<file path="config.mk">
export PLATFORM = sky130hd
export DESIGN_NAME = conv_apb_regs
export DESIGN_NICKNAME = d
export VERILOG_FILES = /design/src/hw/conv_pkg.sv /design/src/hw/conv_apb_regs.sv
export VERILOG_INCLUDE_DIRS = /design/src /design/src/include
export SDC_FILE = /design/constraint.sdc
export NUM_CORES = 1
export LEC_CHECK = 0
export BUFFER_PORTS_ARGS = -buffer_cell sky130_fd_sc_hd__buf_2
export CAP_MARGIN = 5
export CORE_MARGIN = 8
export CORE_UTILIZATION = 50
export CTS_BUF_LIST = sky130_fd_sc_hd__clkbuf_16
export DETAILED_ROUTE_END_ITERATION = 12
export GPL_ROUTABILITY_DRIVEN = 0
export PLACE_DENSITY = 0.8
export SETUP_SLACK_MARGIN = 0.5
export SLEW_MARGIN = 20
export SYNTH_ARGS = -nofsm -noshare
export SYNTH_HDL_FRONTEND = slang
export SYNTH_SLANG_ARGS = --single-unit
</file>
<file path="constraint.sdc">
create_clock -name clk -period 6.1 [get_ports clk]
set_clock_uncertainty 0.1 [all_clocks]
set_input_delay 0.61 -clock clk [delete_from_list [all_inputs] [get_ports clk]]
set_output_delay 0.61 -clock clk [all_outputs]
set_load 0.01 [all_outputs]
</file>
<file path="src/include/conv_regs.svh">
`ifndef CONV_REGS_SVH
`define CONV_REGS_SVH

`define CONV_REG_CTRL         8'h00
`define CONV_REG_SHIFT        8'h04
`define CONV_REG_STATUS       8'h08
`define CONV_REG_COEF_BASE    8'h40
`define CONV_REG_COEF(k)      (8'h40 + 8'((k) * 4))

`define CONV_CTRL_ENABLE_BIT  0
`define CONV_CTRL_RESTART_BIT 1

`define CONV_STATUS_DONE_BIT  0
`define CONV_STATUS_CNT_LSB   16
`define CONV_STATUS_CNT_MSB   31

`endif
</file>
<file path="src/hw/conv_pkg.sv">
package conv_pkg;

  parameter int PIX_W      = 8;
  parameter int COEF_W     = 8;
  parameter int KSIZE      = 5;
  parameter int KTAPS      = KSIZE * KSIZE;
  parameter int ACC_W      = 24;
  parameter int SHIFT_W    = 4;
  parameter int REG_WORD_W = 6;

  // Pixel zero-extended to 9 bits times a signed coefficient.
  parameter int PROD_W = PIX_W + COEF_W + 1;

  typedef logic [PIX_W-1:0]         pix_t;
  typedef logic signed [COEF_W-1:0] coef_t;
  typedef logic signed [ACC_W-1:0]  acc_t;

  // Word index of each APB register, byte offset divided by four.
  typedef enum logic [REG_WORD_W-1:0] {
    REG_CTRL      = 6'd0,
    REG_SHIFT     = 6'd1,
    REG_STATUS    = 6'd2,
    REG_COEF_BASE = 6'd16
  } reg_addr_e;

endpackage

</file>
<file path="src/hw/conv_apb_regs.sv">
`timescale 1ns/1ps
`include "conv_regs.svh"

module conv_apb_regs (
  input  logic                         clk,
  input  logic                         rst_n,
  input  logic                         psel_i,
  input  logic                         penable_i,
  input  logic                         pwrite_i,
  input  logic [7:0]                   paddr_i,
  input  logic [31:0]                  pwdata_i,
  input  logic                         out_fire_i,
  input  logic                         frame_last_i,
  output logic [31:0]                  prdata_o,
  output logic                         pready_o,
  output logic                         pslverr_o,
  output logic                         enable_o,
  output logic                         restart_o,
  output logic [conv_pkg::SHIFT_W-1:0] shift_o,
  output conv_pkg::coef_t              coefs_o [conv_pkg::KTAPS]
);

  localparam int IW = $clog2(conv_pkg::KTAPS);
  localparam int WW = conv_pkg::REG_WORD_W;

  logic          access;
  logic          aligned;
  logic [WW-1:0] word;
  logic          coef_hit;
  logic [IW-1:0] coef_idx;
  logic          addr_err;
  logic          wr_en;
  logic [31:0]   rdata;
  logic          frame_done_q;
  logic          last_d_q;
  logic [15:0]   out_count_q;

  assign access   = psel_i & penable_i;  // Access phase.
  assign aligned  = (paddr_i[1:0] == 2'b00);
  assign word     = paddr_i[7:2];
  assign coef_hit = (word >= conv_pkg::REG_COEF_BASE) &&
                    (word < WW'(conv_pkg::REG_COEF_BASE + conv_pkg::KTAPS));
  assign coef_idx = IW'(word - conv_pkg::REG_COEF_BASE);

  always_comb begin
    rdata    = '0;
    addr_err = 1'b0;
    case (conv_pkg::reg_addr_e'(word))
      conv_pkg::REG_CTRL: rdata[`CONV_CTRL_ENABLE_BIT] = enable_o;
      conv_pkg::REG_SHIFT: rdata[conv_pkg::SHIFT_W-1:0] = shift_o;
      conv_pkg::REG_STATUS: begin
        rdata[`CONV_STATUS_DONE_BIT] = frame_done_q;
        rdata[`CONV_STATUS_CNT_MSB:`CONV_STATUS_CNT_LSB] = out_count_q;
        addr_err = pwrite_i;  // Read-only.
      end
      default: begin
        if (coef_hit) begin
          rdata[conv_pkg::COEF_W-1:0] = coefs_o[coef_idx];
        end else begin
          addr_err = 1'b1;
        end
      end
    endcase
    if (!aligned) begin
      addr_err = 1'b1;
    end
  end

  assign prdata_o  = rdata;
  assign pready_o  = 1'b1;  // Zero wait states.
  assign pslverr_o = access & addr_err;
  assign wr_en     = access & pwrite_i & ~addr_err;

  always_ff @(posedge clk) begin
    if (!rst_n) begin
      enable_o  <= 1'b0;
      restart_o <= 1'b0;
      shift_o   <= '0;
      for (int k = 0; k < conv_pkg::KTAPS; k++) begin
        coefs_o[k] <= '0;
      end
    end else begin
      restart_o <= 1'b0;  // Single-cycle pulse.
      if (wr_en) begin
        case (conv_pkg::reg_addr_e'(word))
          conv_pkg::REG_CTRL: begin
            enable_o  <= pwdata_i[`CONV_CTRL_ENABLE_BIT];
            restart_o <= pwdata_i[`CONV_CTRL_RESTART_BIT];
          end
          conv_pkg::REG_SHIFT: shift_o <= pwdata_i[conv_pkg::SHIFT_W-1:0];
          default: coefs_o[coef_idx] <= pwdata_i[conv_pkg::COEF_W-1:0];
        endcase
      end
    end
  end

  // Frame-last is delayed once more to line up with the MAC output.
  always_ff @(posedge clk) begin
    if (!rst_n || restart_o) begin
      frame_done_q <= 1'b0;
      last_d_q     <= 1'b0;
      out_count_q  <= '0;
    end else begin
      last_d_q <= frame_last_i;
      if (last_d_q) begin
        frame_done_q <= 1'b1;  // Sticky.
      end
      if (out_fire_i) begin
        out_count_q <= out_count_q + 1'b1;
      end
    end
  end

endmodule

</file>
==> insert_results.sql, run 1 <==
INSERT INTO impl_metrics (metric_group, metric, value, unit) VALUES
('status', 'status', 'finished, final reports clean', ''),
('die', 'fp.dieH', '161', 'um'),
('sta', 'hold_viol', '0', ''),
('routing', 'drt.antenna.violating_nets', '0', ''),
('pwr', 'powerDensity', '243', 'nW/um2'),
('yosys', 'synthesis.area_per_instance', '10.3', 'um2'),
('final_layout', 'final_core_util', '60.3', '%'),
('routing', 'vias', '8731', ''),
('global_routing', 'grt_overflow', '0', ''),
('place', 'post_dp_cell_area', '11800', 'um2'),
('pwr', 'total_power', '3.05', 'mW'),
('pwr', 'ir_worst_vdd', '0.000221', 'V'),
('global_routing', 'most_used_routing_layer', 'met2', ''),
('global_routing', 'grt_max_degree', '110', ''),
('cts', 'cts_tree', 'yes', ''),
('pwr', 'switching_portion_of_total_power', '23.6', '%'),
('worst_setup_path', 'crit_start', 'paddr_i[3]', ''),
('sta', 'final.setup.tns', '0', 'ps'),
('worst_setup_path', 'worst_r2r_startpoint', 'out_count_q[2]', ''),
('routing', 'detailedRoute.firstPassIterationCount', '5', ''),
('worst_hold_path', 'hold_class', 'input port to flop', ''),
('cts', 'htree_levels', '1', ''),
('pwr', 'power.share.combinational', '5.3', '%'),
('yosys', 'synth-edff-count', '0', ''),
('yosys', 'synth_area', '10500', 'um2'),
('yosys', 'synth-seq-area-share', '42.8', '%'),
('cts', 'path_clk_slew', '60', 'ps'),
('cts', 'cts_buffers', '24', ''),
('final_layout', 'final_layout_size_suffix_gt1_share', '30.5', '%'),
('routing', 'drt_iter0_drc', '798', ''),
('sta', 'rsz0062_at_grt', 'no', ''),
('worst_setup_path', 'timing.reg2reg.worst_path_depth', '4', ''),
('final_layout', 'final.fill_count', '1805', ''),
('die', 'row_count', '53', ''),
('final_layout', 'num-nets-final', '1266', ''),
('yosys', 'netlist-cell-type-count', '60', ''),
('routing', 'detail_route.wirelength', '34400', 'um'),
('sta', 'worst_slew_pin_slew', '1150', 'ps'),
('worst_setup_path', 'worst-endpoint-arrival', '3150', 'ps'),
('die', 'dieArea', '25800', 'um2'),
('yosys', 'ys_dominant_reg_cell', 'sky130_fd_sc_hd__dfxtp_1', ''),
('cts', 'clock_tree.root_cell', 'sky130_fd_sc_hd__clkbuf_16', ''),
('final_layout', 'layout_area_overhead', '19.9', '%'),
('sta', 'final_period_minus_worst_setup_slack', '3860', 'ps'),
('job', 'max-cap-violations', '0', ''),
('pwr', 'leakagePower', '4.91', 'nW'),
('place', 'detailedPlacementHpwl', '24400', 'um'),
('cts', 'cts-hold-fix-buffers', '0', ''),
('routing', 'wl_per_cell', '22.7', 'um'),
('pwr', 'p_int', '2.33', 'mW'),
('worst_setup_path', 'cp_data_required_time', '5390', 'ps'),
('sta', 'worst_slew_margin_rel', '23.5', '%'),
('cts', 'cts_repair_resize_count', '0', ''),
('worst_setup_path', 'ff2ff_setup_slack', '4110', 'ps'),
('global_routing', 'grt_pass1_wl', '51400', 'um'),
('worst_setup_path', 'worst-setup-path-type', 'input port to output port', ''),
('sta', 'period_share', '63.2', '%'),
('cts', 'cts.sink_count', '224', ''),
('worst_setup_path', 'worst-path-max-fanout', '29', ''),
('yosys', 'yosys_warnings', '0', ''),
('die', 'chipWidth', '161', 'um'),
('sta', 'setup_viol', '0', ''),
('sta', 'drv_slew', '0', ''),
('worst_setup_path', 'timing.critical_path.to', 'prdata_o[2]', ''),
('global_routing', 'met2_usage', '41.8', '%'),
('global_routing', 'first_global_vias', '8559', ''),
('sta', 'fmaxAchievable', '259', 'MHz'),
('die', 'core', '20800', 'um2'),
('pwr', 'p_seq_share', '48.2', '%'),
('global_routing', 'groute.layer.met3.usage', '7.40', '%'),
('place', 'dp_cell_count', '1466', '');
==> routing by layer <==
layer / wire, um / vias up / part of all wire (%)
met4: 1030 / 2 / 3.0
met1: 14000 / 4270 / 41
met3: 3040 / 80 / 8.8
met5: 13 / - / 0.038
li1: - / 3957 / -
met2: 16300 / 422 / 47
==> state kept, by name (all words and copies together), names as in the netlist <==
signal        flops
enable_o          1
shift_o           4
coefs_o         200
out_count_q      16
restart_o         1
last_d_q          1
frame_done_q      1
==> synth_stat cells, types with 5 or more instances <==
| master | number | area share (%) |
|---|---|---|
| sky130_fd_sc_hd__clkbuf_1 | 55 | 2.0 |
| sky130_fd_sc_hd__a31oi_1 | 5 | 0.30 |
| sky130_fd_sc_hd__mux4_2 | 44 | 9.5 |
| sky130_fd_sc_hd__and3_1 | 5 | 0.30 |
| sky130_fd_sc_hd__a221oi_1 | 5 | 0.42 |
| sky130_fd_sc_hd__nand2_1 | 219 | 7.8 |
| sky130_fd_sc_hd__nand4_1 | 9 | 0.54 |
| sky130_fd_sc_hd__a21oi_1 | 10 | 0.48 |
| sky130_fd_sc_hd__nor2_1 | 31 | 1.1 |
| sky130_fd_sc_hd__dfxtp_1 | 224 | 43 |
| sky130_fd_sc_hd__nand3_1 | 29 | 1.4 |
| sky130_fd_sc_hd__mux2i_1 | 192 | 18 |
| sky130_fd_sc_hd__o21ai_1 | 16 | 0.76 |
| sky130_fd_sc_hd__a22oi_1 | 6 | 0.43 |
| sky130_fd_sc_hd__and2_1 | 17 | 1.0 |
| sky130_fd_sc_hd__o21ai_0 | 12 | 0.57 |
| sky130_fd_sc_hd__nor3_1 | 5 | 0.24 |
| sky130_fd_sc_hd__buf_4 | 11 | 0.79 |
| sky130_fd_sc_hd__a211oi_4 | 20 | 3.8 |
| sky130_fd_sc_hd__buf_2 | 18 | 0.86 |
| sky130_fd_sc_hd__xor2_1 | 8 | 0.67 |
==> critical path, cell delays in order <==
cell,delay (ps)
sky130_fd_sc_hd__buf_2,290
sky130_fd_sc_hd__buf_4,450
sky130_fd_sc_hd__or2_2,470
sky130_fd_sc_hd__o21ai_0,140
sky130_fd_sc_hd__a21oi_1,570
sky130_fd_sc_hd__a31oi_1,150
sky130_fd_sc_hd__a221o_1,300
sky130_fd_sc_hd__buf_2,150
==> through the flow <==
stage | hold slack (ps) | worst slack [ps]
2_1_floorplan | 311 | 3060
3_3_place_gp | 334 | 2260
3_5_place_dp | 336 | 2260
4_1_cts | 194 | 2260
5_1_grt | 186 | 2040
6_report | 203 | 2240
==> placed cells by master, fill, tap and decap left out, drive strengths merged, types with 3 or more instances in the layout <==
| cell type | instances |
|---|---|
| conb | 9 |
| nor2b | 4 |
| a2111oi | 3 |
| nand2 | 219 |
| and3 | 5 |
| nand2b | 4 |
| a21oi | 14 |
| xnor2 | 4 |
| inv | 8 |
| a22o | 4 |
| clkinv | 12 |
| or3 | 4 |
| clkbuf | 25 |
| a31oi | 5 |
| o21ai | 28 |
| xor2 | 8 |
| diode | 3 |
| dfxtp | 224 |
| and2 | 18 |
| o22ai | 3 |
| nand4 | 9 |
| a22oi | 6 |
| nor3 | 5 |
| mux2 | 3 |
| a211oi | 21 |
| mux2i | 192 |
| a221oi | 5 |
| nor2 | 31 |
| nand3 | 29 |
| mux4 | 44 |
| buf | 262 |
==> kinds of logic after synthesis <==
kind of cell	synth area share [%]
and+or+nand+nor	14.3
muxes	28.1
DFF	42.8
AOI/OAI and AO/OA	9.21
buffers and inverters	4.37
xor gates and xnor gates	1.00
other	0.0717
adders and majority gates	0.119
==> power groups by stage <==
stage,Clock [mW],Combinational [mW],Sequential (mW)
2_1_floorplan,0,0.119,1.50
3_3_place_gp,0,0.155,1.50
3_5_place_dp,0,0.157,1.50
4_1_cts,1.44,0.157,1.47
5_1_grt,1.51,0.170,1.47
6_report,1.42,0.161,1.47
==> how the worst min path moves through the flow <==
stage                     cells past startpoint           end  slack [ps]    startpoint
after floorplan                               2  frame_done_q         310      last_d_q
after global placement                        2  frame_done_q         330      last_d_q
after detailed placement                      2  frame_done_q         340      last_d_q
after CTS                                     3      last_d_q         190  frame_last_i
after global routing                          3      last_d_q         190  frame_last_i
final                                         3      last_d_q         200  frame_last_i
==> layout make-up <==
class,instances,area (um2),area share (%)
Timing Repair Buffer,262,1360,10.8
Tap cell,275,344,2.74
Multi-Input combinational cell,701,5590,44.5
Clock inverter,18,134,1.07
Antenna cell,3,7.51,0.0598
Sequential cell,224,4480,35.7
Inverter,5,18.8,0.149
Clock buffer,25,626,4.98
(Power assumes the default switching activity.)
==> run 2: changes to the inputs <==
--- a/config.mk
+++ b/config.mk
@@ -9,7 +9,7 @@
 export BUFFER_PORTS_ARGS = -buffer_cell sky130_fd_sc_hd__buf_2
 export CAP_MARGIN = 5
 export CORE_MARGIN = 8
-export CORE_UTILIZATION = 50
+export CORE_UTILIZATION = 48
 export CTS_BUF_LIST = sky130_fd_sc_hd__clkbuf_16
 export DETAILED_ROUTE_END_ITERATION = 12
 export GPL_ROUTABILITY_DRIVEN = 0
==> constraint.sdc (replaced) <==
create_clock -name clk -period 3.3 [get_ports clk]
set_clock_uncertainty 0.1 [all_clocks]
set_input_delay 0.33 -clock clk [delete_from_list [all_inputs] [get_ports clk]]
set_output_delay 0.33 -clock clk [all_outputs]
set_load 0.01 [all_outputs]
==> insert_results.sql, run 2 (synthesis gave the netlist of run 1 again) <==
INSERT INTO impl_metrics (metric_group, metric, value, unit) VALUES
('sta', 'final_period_minus_worst_setup_slack', '2730', 'ps'),
('global_routing', 'grt_antenna_before_repair', '0', ''),
('worst_setup_path', 'worst-setup-path-type', 'flop to output port', ''),
('final_layout', 'layout.cells.most_common', 'sky130_fd_sc_hd__buf_2', ''),
('cts', 'path_clk_slew', '60', 'ps'),
('routing', 'wl_per_cell', '22.5', 'um'),
('sta', 'period_share', '82.6', '%'),
('cts', 'cts.sink_count', '224', ''),
('sta', 'final.setup.tns', '0', 'ps'),
('final_layout', 'layout_area_overhead', '22.2', '%'),
('worst_setup_path', 'worst-path-max-fanout', '3', ''),
('place', 'post_dp_cell_area', '12000', 'um2'),
('sta', 'drv_slew', '0', ''),
('die', 'initial_core_util', '48.5', '%'),
('sta', 'worst_slew_pin_slew', '1110', 'ps'),
('status', 'status', 'finished, final reports clean', ''),
('cts', 'cts_buffers', '25', ''),
('final_layout', 'num-nets-final', '1294', ''),
('cts', 'post_cts.repair.setup_buffers', '0', ''),
('global_routing', 'grt_max_degree', '91', ''),
('routing', 'vias', '8807', ''),
('cts', 'cts_tree', 'yes', ''),
('routing', 'drt.antenna.violating_nets', '0', ''),
('place', 'detailedPlacementHpwl', '25200', 'um'),
('worst_setup_path', 'endpoint_kind', 'output port', ''),
('sta', 'rsz0062_at_grt', 'yes', ''),
('die', 'row_count', '54', ''),
('die', 'fp.dieH', '164', 'um'),
('routing', 'drc_errors', '0', ''),
('worst_setup_path', 'critical_path.cell_chain', 'mux4_2, mux2i_1, nor2_1, a221oi_1, a32oi_1, buf_2', ''),
('pwr', 'leakagePower', '5.06', 'nW'),
('sta', 'holdWs', '42.6', 'ps'),
('routing', 'detail_route.wirelength', '34800', 'um'),
('cts', 'htree_levels', '1', ''),
('worst_hold_path', 'hold_class', 'input port to flop', ''),
('final_layout', 'reg.largest.list', 'coefs_o: 200 flops, out_count_q: 16 flops, shift_o: 4 flops', ''),
('global_routing', 'grt_pass1_wl', '52000', 'um'),
('worst_setup_path', 'worstSetupStartpointType', 'flop', ''),
('place', 'dp_cell_count', '1498', ''),
('place', 'place.port_buffers', '253', ''),
('die', 'chipWidth', '164', 'um'),
('final_layout', 'fin_cells', '1545', ''),
('sta', 'hold_viol', '0', ''),
('final_layout', 'post_route_standard_cell_area_excluding_fillers', '12800', 'um2'),
('worst_setup_path', 'worst-endpoint-arrival', '2300', 'ps'),
('routing', 'detailedRoute.firstPassIterationCount', '5', ''),
('sta', 'setup_viol', '0', ''),
('final_layout', 'final_layout_size_suffix_gt1_share', '31.9', '%'),
('sta', 'worst_slew_margin_rel', '25.5', '%'),
('cts', 'cts-root-to-sink-buffers', '3', ''),
('die', 'dieArea', '26800', 'um2'),
('pwr', 'ir_worst_vdd', '0.000375', 'V'),
('routing', 'drt_iter0_drc', '782', ''),
('global_routing', 'grt_overflow', '0', ''),
('final_layout', 'final.fill_count', '1818', ''),
('worst_setup_path', 'cp_data_required_time', '2870', 'ps'),
('die', 'core', '21600', 'um2'),
('pwr', 'powerDensity', '446', 'nW/um2'),
('worst_setup_path', 'standard_cell_with_the_maximum_stage_delay_on_the_critical_path', 'sky130_fd_sc_hd__mux4_2', ''),
('final_layout', 'max_flop_register', 'coefs_o', ''),
('routing', 'detail_route.vias_per_cell', '5.70', ''),
('job', 'max-cap-violations', '0', ''),
('cts', 'insertion_delay', '530', 'ps'),
('sta', 'fmaxAchievable', '367', 'MHz'),
('die', 'num_io_pins', '287', ''),
('global_routing', 'groute.usage.overall', '24.9', '%'),
('final_layout', 'layout_common_cells', 'sky130_fd_sc_hd__buf_2 (250), sky130_fd_sc_hd__dfxtp_1 (224), sky130_fd_sc_hd__nand2_1 (217), sky130_fd_sc_hd__mux2i_1 (192), sky130_fd_sc_hd__mux4_2 (44)', ''),
('cts', 'clock_tree.root_cell', 'sky130_fd_sc_hd__clkbuf_16', ''),
('worst_setup_path', 'cp_slowest_stage_delay', '470', 'ps'),
('final_layout', 'largest_reg_flops', '200', ''),
('global_routing', 'first_global_vias', '8813', '');
run 2: cell types whose count changed in the layout (fill, tap and decap cells not counted), sizes merged:
cell / previous run / this run
dlygate4sd3: 0 / 1
buf: 262 / 288
clkinvlp: 1 / 2
diode: 3 / 1
clkinv: 12 / 13
run 2: critical path: cells and delay by family, from the launching register on:
family | cells | cell delay (ps)
DFF | 1 | 360
muxes | 2 | 620
and+or+nand+nor | 1 | 60
AOI/OAI and AO/OA | 2 | 540
buffers and inverters | 1 | 190
run 2: worst paths after layout:
check	start	end	slack, ps	depth (start not counted)
setup / recovery	coefs_o[195]	prdata_o[3]	570	6
hold / removal	out_fire_i	out_count_q[0]	40	3
setup reg to reg	out_count_q[2]	out_count_q[15]	1310	4
hold reg to reg	last_d_q	frame_done_q	350	2
run 2: stage by stage:
step	utilization (%)	setup slack, ps	power (mW)
floorplan	-	821	2.99
global placement	55.5	364	3.08
detailed placement	55.5	343	3.08
CTS	59.2	530	5.72
global route	59.2	466	5.87
finish	59.2	573	5.71
run 2: power breakdown:
group / internal [mW] / total, mW / switching [mW]
combinational: 0.0857 / 0.315 / 0.229
clock: 1.53 / 2.68 / 1.15
sequential: 2.71 / 2.71 / 0.00485
total: 4.32 / 5.71 / 1.38
run 2: per-layer routing:
metal | wire length, um | global-route usage, % | part of all wire (%)
met1 | 14000 | 30.9 | 40
met2 | 15900 | 40.3 | 46
met3 | 3280 | 6.54 | 9.4
met4 | 1590 | 11.2 | 4.6
met5 | 0 | 0 | 0
run 2: area by class of cell:
cell class	instances	area, um2	share of cell area (%)
clock buffers	25	626	4.89
clock inverters	20	146	1.14
inverters	5	18.8	0.147
diodes	1	2.50	0.0195
well taps	280	350	2.74
multi-input cells	701	5580	43.6
repair buffers	289	1600	12.5
flip-flops and latches	224	4480	35.0
run 2: timing repair:
| item | in CTS | in global routing |
|---|---|---|
| gates resized for setup | 2 | 3 |
| hold buffers | 1 | 0 |
| endpoints found under the setup margin | 7 | 2 |
| hold endpoints to repair | 1 | 0 |
==> run 3: changes to the inputs <==
--- a/config.mk
+++ b/config.mk
@@ -9,7 +9,7 @@
 export BUFFER_PORTS_ARGS = -buffer_cell sky130_fd_sc_hd__buf_2
 export CAP_MARGIN = 5
 export CORE_MARGIN = 8
-export CORE_UTILIZATION = 48
+export CORE_UTILIZATION = 50
 export CTS_BUF_LIST = sky130_fd_sc_hd__clkbuf_16
 export DETAILED_ROUTE_END_ITERATION = 12
 export GPL_ROUTABILITY_DRIVEN = 0
==> constraint.sdc (replaced) <==
create_clock -name clk -period 2.55 [get_ports clk]
set_clock_uncertainty 0.1 [all_clocks]
set_input_delay 0.255 -clock clk [delete_from_list [all_inputs] [get_ports clk]]
set_output_delay 0.255 -clock clk [all_outputs]
set_load 0.01 [all_outputs]
==> insert_results.sql, run 3 (synthesis gave the netlist of run 1 again) <==
INSERT INTO impl_metrics (metric_group, metric, value, unit) VALUES
('final_layout', 'layout_area_overhead', '29.7', '%'),
('die', 'initial_core_util', '50.3', '%'),
('die', 'core', '20800', 'um2'),
('pwr', 'powerDensity', '520', 'nW/um2'),
('cts', 'cts_tree', 'yes', ''),
('routing', 'drc_errors', '0', ''),
('routing', 'detail_route.vias_per_cell', '5.75', ''),
('sta', 'period_share', '101', '%'),
('die', 'num_io_pins', '287', ''),
('routing', 'vias', '9255', ''),
('sta', 'hold_viol', '0', ''),
('final_layout', 'final_core_util', '65.3', '%'),
('pwr', 'power.net_switching', '1.72', 'mW'),
('final_layout', 'final_layout_size_suffix_gt1_share', '40.6', '%'),
('routing', 'wl_per_cell', '22.3', 'um'),
('cts', 'cts.sink_count', '224', ''),
('worst_setup_path', 'ff2ff_setup_slack', '660', 'ps'),
('worst_setup_path', 'worst-setup-path-type', 'flop to output port', ''),
('cts', 'insertion_delay', '520', 'ps'),
('final_layout', 'layout_common_cells', 'sky130_fd_sc_hd__buf_2 (247), sky130_fd_sc_hd__nand2_1 (219), sky130_fd_sc_hd__mux2i_1 (191), sky130_fd_sc_hd__dfxtp_1 (178), sky130_fd_sc_hd__buf_4 (103)', ''),
('worst_hold_path', 'hold_path_end', 'coefs_o[127]', ''),
('cts', 'clock_tree.root_cell', 'sky130_fd_sc_hd__clkbuf_16', ''),
('pwr', 'clockPowerShare', '43.7', '%'),
('pwr', 'p_seq_share', '49.6', '%'),
('status', 'status', 'complete, but fails checks', ''),
('place', 'detailedPlacementHpwl', '25500', 'um'),
('pwr', 'power.share.combinational', '6.7', '%'),
('worst_setup_path', 'worstSetupStartpointType', 'flop', ''),
('sta', 'setup_viol', '1', ''),
('final_layout', 'final.fill_count', '1634', ''),
('die', 'fp.dieH', '161', 'um'),
('sta', 'timing.final.ws_setup', '-14.3', 'ps'),
('global_routing', 'first_global_vias', '9401', ''),
('pwr', 'leakagePower', '5.51', 'nW'),
('final_layout', 'num-nets-final', '1368', ''),
('global_routing', 'grt_pass1_wl', '54800', 'um'),
('final_layout', 'fin_cells', '1610', ''),
('worst_hold_path', 'holdCritStartpoint', 'pwdata_i[7]', ''),
('sta', 'holdWs', '22.2', 'ps'),
('sta', 'fmaxAchievable', '390', 'MHz'),
('die', 'chipWidth', '161', 'um'),
('sta', 'worst_slew_margin_rel', '55.4', '%'),
('final_layout', 'largest_reg_flops', '200', ''),
('routing', 'detailedRoute.firstPassIterationCount', '7', ''),
('worst_setup_path', 'cp_data_required_time', '2190', 'ps'),
('job', 'max-cap-violations', '0', ''),
('worst_setup_path', 'worst-path-max-fanout', '2', ''),
('status', 'violations', 'negative setup slack', ''),
('final_layout', 'layout.cells.most_common', 'sky130_fd_sc_hd__buf_2', ''),
('worst_setup_path', 'timing.reg2reg.worst_path_depth', '4', ''),
('pwr', 'switching_portion_of_total_power', '24.3', '%'),
('worst_setup_path', 'worst_r2r_startpoint', 'out_count_q[2]', ''),
('cts', 'cts_buffers', '24', ''),
('global_routing', 'grt_antenna_before_repair', '1', ''),
('cts', 'cts-root-to-sink-buffers', '3', ''),
('routing', 'detail_route.wirelength', '35900', 'um'),
('final_layout', 'seqCellArea', '4550', 'um2'),
('worst_hold_path', 'hold_class', 'input port to flop', ''),
('final_layout', 'multi_input_comb_area', '5740', 'um2'),
('cts', 'htree_levels', '1', ''),
('place', 'place.port_buffers', '253', ''),
('worst_hold_path', 'hold_depth', '3', ''),
('sta', 'final_period_minus_worst_setup_slack', '2560', 'ps'),
('worst_setup_path', 'endpoint_kind', 'output port', ''),
('sta', 'rsz0062_at_grt', 'yes', ''),
('pwr', 'ir_worst_vdd', '0.000445', 'V'),
('final_layout', 'reg.largest.list', 'coefs_o: 200 flops, out_count_q: 16 flops, shift_o: 4 flops', ''),
('sta', 'worst_slew_pin_slew', '670', 'ps'),
('cts', 'path_clk_slew', '60', 'ps'),
('routing', 'drt_iter0_drc', '690', ''),
('die', 'row_count', '53', ''),
('sta', 'final.setup.tns', '-14.3', 'ps'),
('worst_setup_path', 'worstReg2RegEnd', 'out_count_q[15]', ''),
('final_layout', 'max_flop_register', 'coefs_o', ''),
('place', 'dp_cell_count', '1530', ''),
('global_routing', 'groute.usage.overall', '26.7', '%'),
('worst_setup_path', 'worst-endpoint-arrival', '2210', 'ps'),
('pwr', 'total_power', '7.07', 'mW'),
('global_routing', 'grt_overflow', '0', ''),
('global_routing', 'grt_max_degree', '71', ''),
('die', 'dieArea', '25800', 'um2'),
('routing', 'drt.antenna.violating_nets', '0', ''),
('pwr', 'p_int', '5.35', 'mW'),
('sta', 'drv_slew', '0', '');
==> run 3: timing repair <==
action	4_1_cts	5_1_grt
cloned	2	0
hold buffers	2	0
gates resized for setup	79	12
hold endpoints to repair	3	0
endpoints found under the setup margin	24	59
setup buffers	31	4
pin swaps	20	8
==> run 3: worst max-delay path by stage <==
stage,startpoint,endpoint,slack [ps],cells after the start
floorplan,paddr_i[3],prdata_o[3],500,6
global placement,paddr_i[2],prdata_o[4],40,6
detailed placement,paddr_i[2],prdata_o[4],60,6
CTS,coefs_o[162],prdata_o[2],-4,6
global route,coefs_o[82],prdata_o[2],-80,6
finish,coefs_o[162],prdata_o[2],-10,6
==> run 3: area by class of cell <==
class	count	share of cell area, %
repair buffers	364	16.6
clock inverters	16	0.598
inverters	5	0.138
flip-flops and latches	224	33.5
well taps	275	2.53
multi-input cells	701	42.2
clock buffers	24	4.42
diodes	1	0.0184
==> run 3: critical path, stage by stage, from the launching register on <==
cell,delay (ps)
sky130_fd_sc_hd__dfxtp_4,340
sky130_fd_sc_hd__mux4_2,440
sky130_fd_sc_hd__and4b_1,210
sky130_fd_sc_hd__a21oi_2,110
sky130_fd_sc_hd__a31oi_2,130
sky130_fd_sc_hd__a221o_1,300
sky130_fd_sc_hd__buf_2,150
==> run 3: stage by stage <==
step	setup WS [ps]	instance area, um2
global placement	42.4	12300
detailed placement	58.2	12300
CTS	-3.75	13500
floorplan	499	10600
global route	-76.9	13600
finish	-14.3	13600
==> run 3: power by group through the flow <==
stage | Combinational (mW) | Sequential [mW] | Clock, mW
final | 0.476 | 3.51 | 3.09
after detailed placement | 0.438 | 3.59 | 0
after CTS | 0.463 | 3.51 | 3.10
after global routing | 0.499 | 3.51 | 3.26
after global placement | 0.433 | 3.59 | 0
after floorplan | 0.292 | 3.59 | 0
==> run 3: layer usage <==
layer	track usage [%]	part of all wire, %	up-vias
li1	-	-	4160
met1	32.6	39	4495
met2	43.5	47	489
met3	7.29	9.7	111
met4	11.8	4.5	0
met5	0	0	-
